## src/mrd_pkg.sv

```systemverilog
`default_nettype none

package mrd_pkg;

	// --------------------
	// frame and banking geometry
	// --------------------

	// mod-7 banking keeps the points of one butterfly apart
	localparam int N_BANKS    = 7;
	// one lane per point of the widest butterfly
	localparam int N_LANES    = 5;
	localparam int MAX_POINTS = 1200;
	// rows per bank, rounded up
	localparam int ROWS       = (MAX_POINTS + N_BANKS - 1) / N_BANKS;

	// --------------------
	// widths with a meaning
	// --------------------

	typedef logic [$clog2(MAX_POINTS)-1:0] pt_addr_t;
	typedef logic [$clog2(ROWS)-1:0]       row_t;
	typedef logic [$clog2(N_BANKS+1)-1:0]  bank_idx_t;
	// radix 2 to 5
	typedef logic [2:0]                    radix_t;
	typedef logic signed [15:0]            sample_t;

	// bank 7 does not exist, so it tags an unused lane
	localparam bank_idx_t INVALID_BANK = bank_idx_t'(N_BANKS);

	// --------------------
	// bundles
	// --------------------

	typedef struct packed {
		sample_t re;
		sample_t im;
	} cplx_t;

	typedef struct packed {
		radix_t   radix;
		// distance between points of one butterfly
		pt_addr_t stride;
		pt_addr_t bfly_cnt;
	} stage_cfg_t;

	// point addresses of one butterfly, unused lanes zero
	typedef struct packed {
		pt_addr_t [N_LANES-1:0] addr;
		radix_t                 radix;
	} lane_addr_t;

	typedef struct packed {
		logic [N_BANKS-1:0]   en;
		row_t [N_BANKS-1:0]   row;
	} bank_rd_t;

	typedef struct packed {
		cplx_t [N_BANKS-1:0] pt;
	} bank_data_t;

	// one realigned butterfly
	typedef struct packed {
		logic                valid;
		radix_t              factor;
		cplx_t [N_LANES-1:0] pts;
	} rd_out_t;

endpackage

`default_nettype wire

```

## src/mrd_div7.sv

```systemverilog
`timescale 1ns/100ps
`default_nettype none

module mrd_div7
(
	input  mrd_pkg::pt_addr_t  addr,
	output mrd_pkg::row_t      row,
	output mrd_pkg::bank_idx_t bank
);
	import mrd_pkg::*;

	// partial remainder, below 7 before every shift
	logic [3:0] rem;
	pt_addr_t   quo;

	// restoring long division, msb first
	always_comb
	begin
		rem = '0;
		quo = '0;
		for (int i = $bits(pt_addr_t) - 1; i >= 0; i--)
		begin
			// bring down next address bit
			rem = {rem[2:0], addr[i]};
			if (rem >= 4'd7)
			begin
				rem    = rem - 4'd7;
				quo[i] = 1'b1;
			end
		end
	end

	// quotient tops out at 171, fits a row
	assign row  = quo[$bits(row_t)-1:0];
	assign bank = rem[$bits(bank_idx_t)-1:0];

endmodule

`default_nettype wire

```

## src/mrd_addr_gen.sv

```systemverilog
`timescale 1ns/100ps
`default_nettype none

module mrd_addr_gen
(
	input  logic                clk,
	input  logic                rst_n,
	input  logic                start,
	input  mrd_pkg::stage_cfg_t cfg,
	output mrd_pkg::lane_addr_t lanes,
	output logic                lanes_valid,
	output logic                last,
	output logic                busy
);
	import mrd_pkg::*;

	typedef enum logic {IDLE, RUN} gen_state_t;

	gen_state_t state;
	stage_cfg_t cfg_r;
	// group to group distance, radix * stride
	pt_addr_t   step;
	pt_addr_t   base;
	pt_addr_t   offset;
	// butterfly counter within the stage
	pt_addr_t   bfly;
	pt_addr_t   cur_addr [N_LANES];
	logic       accept;
	logic       is_last;
	logic       next_last;

	assign accept    = start && !busy;
	assign is_last   = (bfly == cfg_r.bfly_cnt - pt_addr_t'(1));
	// butterfly after this one closes the stage
	assign next_last = (bfly + pt_addr_t'(2) == cfg_r.bfly_cnt);

	// lane j sits j strides above base + offset
	always_comb
	begin
		cur_addr[0] = base + offset;
		for (int j = 1; j < N_LANES; j++)
			cur_addr[j] = cur_addr[j-1] + cfg_r.stride;
	end

	// --------------------
	// sequencing
	// --------------------

	always_ff @(posedge clk)
	begin
		if (!rst_n)
		begin
			state  <= IDLE;
			busy   <= 1'b0;
			bfly   <= '0;
			base   <= '0;
			offset <= '0;
		end
		else if (accept)
		begin
			state  <= RUN;
			// single butterfly stage never blocks a start
			busy   <= (cfg.bfly_cnt > pt_addr_t'(1));
			bfly   <= '0;
			base   <= '0;
			offset <= '0;
		end
		else if (state == RUN)
		begin
			bfly <= bfly + pt_addr_t'(1);
			// drop busy one early so the next stage starts with no gap
			if (next_last)
				busy <= 1'b0;
			if (is_last)
				state <= IDLE;
			// offset wraps at stride, base jumps a whole group
			if (offset == cfg_r.stride - pt_addr_t'(1))
			begin
				offset <= '0;
				base   <= base + step;
			end
			else
				offset <= offset + pt_addr_t'(1);
		end
	end

	always_ff @(posedge clk)
	begin
		if (accept)
		begin
			cfg_r <= cfg;
			step  <= pt_addr_t'(cfg.radix) * cfg.stride;
		end
	end

	// --------------------
	// butterfly issue
	// --------------------

	always_ff @(posedge clk)
	begin
		if (!rst_n)
		begin
			lanes_valid <= 1'b0;
			last        <= 1'b0;
		end
		else
		begin
			lanes_valid <= (state == RUN);
			last        <= (state == RUN) && is_last;
		end
	end

	// lanes at or above radix go out as zero
	always_ff @(posedge clk)
	begin
		for (int j = 0; j < N_LANES; j++)
			lanes.addr[j] <= (radix_t'(j) < cfg_r.radix) ? cur_addr[j] : '0;
		lanes.radix <= cfg_r.radix;
	end

endmodule

`default_nettype wire

```

## src/mrd_rd_ctrl.sv

```systemverilog
`timescale 1ns/100ps
`default_nettype none

module mrd_rd_ctrl
(
	input  logic                clk,
	input  logic                rst_n,
	input  logic                start,
	input  mrd_pkg::stage_cfg_t cfg,
	output mrd_pkg::bank_rd_t   rd_req,
	input  mrd_pkg::bank_data_t rd_data,
	output mrd_pkg::rd_out_t    rd_out,
	output logic                rd_end,
	output logic                busy
);
	import mrd_pkg::*;

	lane_addr_t          lanes;
	logic                lanes_valid;
	logic                lanes_last;
	row_t                div_row  [N_LANES];
	bank_idx_t           div_bank [N_LANES];

	// stage 1, per lane bank and row
	bank_idx_t           bank_s1 [N_LANES];
	row_t                row_s1  [N_LANES];
	radix_t              radix_s1;
	logic                valid_s1;
	logic                last_s1;

	// stage 2, bank requests
	logic [N_BANKS-1:0]  hit;
	row_t [N_BANKS-1:0]  hit_row;
	logic [N_BANKS-1:0]  req_en;
	row_t [N_BANKS-1:0]  req_row;
	bank_idx_t           bank_s2 [N_LANES];
	radix_t              radix_s2;
	logic                valid_s2;
	logic                last_s2;

	// stage 3, lines up with the memory read
	bank_idx_t           bank_s3 [N_LANES];
	radix_t              radix_s3;
	logic                valid_s3;
	logic                last_s3;
	cplx_t [N_LANES-1:0] gather;

	mrd_addr_gen u_addr_gen
	(
		.clk         (clk),
		.rst_n       (rst_n),
		.start       (start),
		.cfg         (cfg),
		.lanes       (lanes),
		.lanes_valid (lanes_valid),
		.last        (lanes_last),
		.busy        (busy)
	);

	for (genvar j = 0; j < N_LANES; j++)
	begin : g_lane_div
		mrd_div7 u_div7
		(
			.addr (lanes.addr[j]),
			.row  (div_row[j]),
			.bank (div_bank[j])
		);
	end

	// --------------------
	// stage 1
	// --------------------

	always_ff @(posedge clk)
	begin
		if (!rst_n)
		begin
			bank_s1  <= '{default: INVALID_BANK};
			valid_s1 <= 1'b0;
			last_s1  <= 1'b0;
		end
		else
		begin
			// idle cycles and lanes past radix read nothing
			for (int j = 0; j < N_LANES; j++)
				if (lanes_valid && radix_t'(j) < lanes.radix)
					bank_s1[j] <= div_bank[j];
				else
					bank_s1[j] <= INVALID_BANK;
			valid_s1 <= lanes_valid;
			last_s1  <= lanes_last;
		end
	end

	always_ff @(posedge clk)
	begin
		for (int j = 0; j < N_LANES; j++)
			row_s1[j] <= div_row[j];
		radix_s1 <= lanes.radix;
	end

	// --------------------
	// stage 2
	// --------------------

	// each bank looks for the lane that picked it
	always_comb
	begin
		hit     = '0;
		hit_row = '0;
		for (int b = 0; b < N_BANKS; b++)
			for (int j = N_LANES - 1; j >= 0; j--)
				if (bank_s1[j] == bank_idx_t'(b))
				begin
					hit[b]     = 1'b1;
					hit_row[b] = row_s1[j];
				end
	end

	always_ff @(posedge clk)
	begin
		if (!rst_n)
		begin
			req_en   <= '0;
			bank_s2  <= '{default: INVALID_BANK};
			valid_s2 <= 1'b0;
			last_s2  <= 1'b0;
		end
		else
		begin
			req_en   <= hit;
			bank_s2  <= bank_s1;
			valid_s2 <= valid_s1;
			last_s2  <= last_s1;
		end
	end

	always_ff @(posedge clk)
	begin
		req_row  <= hit_row;
		radix_s2 <= radix_s1;
	end

	assign rd_req = '{en: req_en, row: req_row};

	// --------------------
	// stage 3 and output
	// --------------------

	// lane tags ride along while the banks read
	always_ff @(posedge clk)
	begin
		if (!rst_n)
		begin
			bank_s3  <= '{default: INVALID_BANK};
			valid_s3 <= 1'b0;
			last_s3  <= 1'b0;
		end
		else
		begin
			bank_s3  <= bank_s2;
			valid_s3 <= valid_s2;
			last_s3  <= last_s2;
		end
	end

	always_ff @(posedge clk)
	begin
		radix_s3 <= radix_s2;
	end

	// realign bank words into lane order
	always_comb
	begin
		for (int j = 0; j < N_LANES; j++)
			if (bank_s3[j] == INVALID_BANK)
				gather[j] = '0;
			else
				gather[j] = rd_data.pt[bank_s3[j]];
	end

	always_ff @(posedge clk)
	begin
		if (!rst_n)
		begin
			rd_out <= '0;
			rd_end <= 1'b0;
		end
		else
		begin
			rd_out.valid  <= valid_s3;
			rd_out.factor <= valid_s3 ? radix_s3 : '0;
			rd_out.pts    <= gather;
			// stage end on last butterfly only
			rd_end        <= valid_s3 && last_s3;
		end
	end

endmodule

`default_nettype wire

```

## config.mk

```make
export PLATFORM = sky130hd
export DESIGN_NAME = mrd_rd_ctrl
export DESIGN_NICKNAME = d
export VERILOG_FILES = /design/src/mrd_pkg.sv /design/src/mrd_div7.sv /design/src/mrd_addr_gen.sv /design/src/mrd_rd_ctrl.sv
export SDC_FILE = /design/constraint.sdc
export NUM_CORES = 2
export LEC_CHECK = 0
export BUFFER_PORTS_ARGS = -buffer_cell sky130_fd_sc_hd__buf_2
export CORE_ASPECT_RATIO = 0.7
export CORE_MARGIN = 2
export CORE_UTILIZATION = 30
export DETAILED_ROUTE_END_ITERATION = 8
export GPL_TIMING_DRIVEN = 0
export HOLD_SLACK_MARGIN = 0.02
export SLEW_MARGIN = 10
export SYNTH_ARGS = -nofsm -noshare
export SYNTH_HDL_FRONTEND = slang
export SYNTH_HIERARCHICAL = 1
export SYNTH_SLANG_ARGS = --single-unit
export TNS_END_PERCENT = 100
```

## constraint.sdc

```tcl
create_clock -name clk -period 10.3 [get_ports clk]
set_input_delay 1.03 -clock clk [delete_from_list [all_inputs] [get_ports clk]]
set_output_delay 1.03 -clock clk [all_outputs]
set_load 0.01 [all_outputs]
```

==> out/qor.yml <==
power_and_ir_drop:
  p_leak_nw: 17.49
  power.density_mw_per_mm2: 203.1
  ir_drop_mv: 0.2115
synth:
  yosys_warnings: 6
  yosys-top-cells-area: "dfxtp_1, mux4_2, mux2i_1"
  synthArstFlopShare: 0
  syn-num-nets: 3788
  yosys.area.top_type_share: 0.2575
  yosys.area.top_type: "dfxtp_1"
  ys_ff_latch: 459
  synth_cells: 3398
  yosys_most_used_dff: "dfxtp_1"
  synth_edf_count: 36
  avgSynthCellArea_um2: 9.677
  yosysSeqAreaShare: 0.2904
  synth_area_mm2: 0.03288
  ys_types: 99
placement:
  post-dp-hpwl_um: 100800
  pre_cts_ws_ns: 0.6612
  place.gp.congestion: 0.9818
  portBuffers: 480
floorplan:
  die-area_mm2: 0.1123
  dieHeight_um: 281.0
  core_area_mm2: 0.1086
  rows: 101
  die_w_um: 399.7
  start_util: 0.3029
  io_pins: 481
worst_setup_path:
  arrival_ns: 10.14
  crit_slowest_cell: "dfxtp_1"
  worst_path_most_repeated_cell: "ha_1"
  crit_start: "u_addr_gen/lanes[55]"
  critical-path-top-delay-family: "adder cells"
  critPathKind: "flop to flop"
  r2r-start: "u_addr_gen/lanes[55]"
  cp.required_ns: 10.81
  start_kind: "flop"
  cp.buffers_inverters: 4
  critPathMaxFanout: 10
  cp_slowest_stage_delay_ns: 0.45
  end_kind: "flop"
timing:
  drv_slew: 0
  hold_ws_ns: 0.3267
  finalCritPeriodShare: 0.9343
  hold_viol: 0
  max_freq_mhz: 103.9
  fin_worst_skew_ns: 0.05899
  setup_tns_ns: 0
  rsz0062_at_grt: "false"
  setup_viol: 0
  setup_ws_ns: 0.6772
  slew_headroom: 0.1961
  fin_crit_ns: 9.623
  tightest_slew_ns: 1.206
route:
  via_per_inst: 5.743
  wl_per_cell_um: 24.16
  drc: 0
  firstDrtPassIters: 7
  antenna_left: 0
  route.vias.total: 31360
  routed_wirelength_um: 131900
  drt_iter0_markers: 3554
clocking:
  htreeDepth: 2
  cts_made_buffers: 51
  clock_path_buffers: 3
  clkLatencyLatePin_ns: 0.67
  clock-sinks: 459
  cts_root_buffer: "clkbuf_16"
  hold_buffers: 0
  cts_tree: "yes"
  clk_pin_slew_worst_paths_ns: 0.06
global_routing:
  grt_max_degree: 37
  grt_pass1_vias: 28820
  grt_pass1_wl_um: 188700
  grt-ovfl-total: 0
  grt_util_all_layers: 0.2224
  antenna_found_initial: 40
run:
  maxCapViolations: 0
final_layout:
  fin_util: 0.3612
  syn_to_final_growth_pct: 19.23
  fin_nets: 4328
  mostFrequentLayoutCells: "buf_2, dfxtp_1, nor2_1"
  drive_gt1_frac: 0.2608
  layout_commonest_cell: "buf_2"
worst_hold_path:
  worstHoldStart: "radix_s1[0]"
  hold_class: "flop to flop"
outcome:
  status: "finished, final reports clean"
[stage by stage]
stage               instances  cell area [um2]  power, mW
floorplan                3398            32880      4.838
global placement         5320            37090      5.724
detailed placement       5320            37090      5.767
CTS                      5415            38950      7.839
global route             5444            39160      8.386
finish                   5461            39210      7.961
[metal layers]
| layer | up-vias | wire (um) | track usage |
|---|---|---|---|
| met5 | - | 62 | 0.002178 |
| met4 | 10 | 6515 | 0.09630 |
| met3 | 354 | 16100 | 0.06836 |
| met2 | 1942 | 54250 | 0.3145 |
| met1 | 15050 | 55010 | 0.3084 |
| li1 | 14010 | - | - |
[registers in the layout (all words and copies together) (netlist names), 3 cells and up]
name and count:
bank_s2 15, u_addr_gen/lanes 58, req_en 7, radix_s2 3, u_addr_gen/base 11, u_addr_gen/bfly 11, u_addr_gen/cfg_r 25, row_s1 40
rd_out 164, radix_s1 3, bank_s3 15, u_addr_gen/step 11, u_addr_gen/offset 11, bank_s1 15, rd_req 56, radix_s3 3
[final timing paths]
kind | to | slack (ns) | depth (start not counted)
max reg2reg | bank_s1[1] | 0.68 | 43
min reg2reg | radix_s2[0] | 0.33 | 0
min | radix_s2[0] | 0.33 | 0
max | bank_s1[1] | 0.68 | 43
[area by class of cell]
class | count | area [um2]
buffer | 214 | 1214
clock inverter | 33 | 437.9
clock buffer | 62 | 1420
multi-input combinational | 2609 | 21780
antenna | 39 | 97.59
inverter | 116 | 447.9
sequential | 459 | 9550
timing repair buffer | 487 | 2455
tap | 1442 | 1804
fill | 10990 | 69350
[cell families after synthesis]
logic type | share of synthesized area
AOI/OAI and AO/OA | 0.1922
xor gates and xnor gates | 0.04079
adders and majority gates | 0.05593
buffers and inverters | 0.05053
DFF | 0.2904
muxes | 0.2093
and+or+nand+nor | 0.1608
[cell usage after synthesis, drive strengths merged (13+ instances only)]
master	instances
a211oi	76
a21o	26
a21oi	157
a221o	14
a221oi	32
a22oi	39
a31o	18
a31oi	26
and2	48
and3	21
and3b	22
buf	153
clkbuf	61
dfxtp	423
edfxtp	36
fa	15
ha	123
inv	116
mux2	15
mux2i	307
mux4	160
nand2	136
nand2b	54
nand3	69
nand3b	17
nand4	25
nor2	392
nor2b	50
nor3	73
nor3b	13
nor4	18
o211ai	17
o21ai	94
o22a	15
o22ai	26
o2bb2ai	125
o311ai	21
o31ai	26
or2	16
or3	23
xnor2	89
xor2	59
[what timing repair did]
action | 4_1_cts | 5_1_grt
buffers inserted | 0 | 7
endpoints found under the setup margin | 0 | 9
gates resized for setup | 0 | 23
[power by group]
part | leakage [nW] | switching (mW) | total (mW) | internal [mW]
clock network | 0.909 | 0.849 | 2.05 | 1.20
registers | 3.78 | 0.327 | 2.30 | 1.97
logic | 12.8 | 2.01 | 3.62 | 1.61
Power figures use the tool's default switching activity.
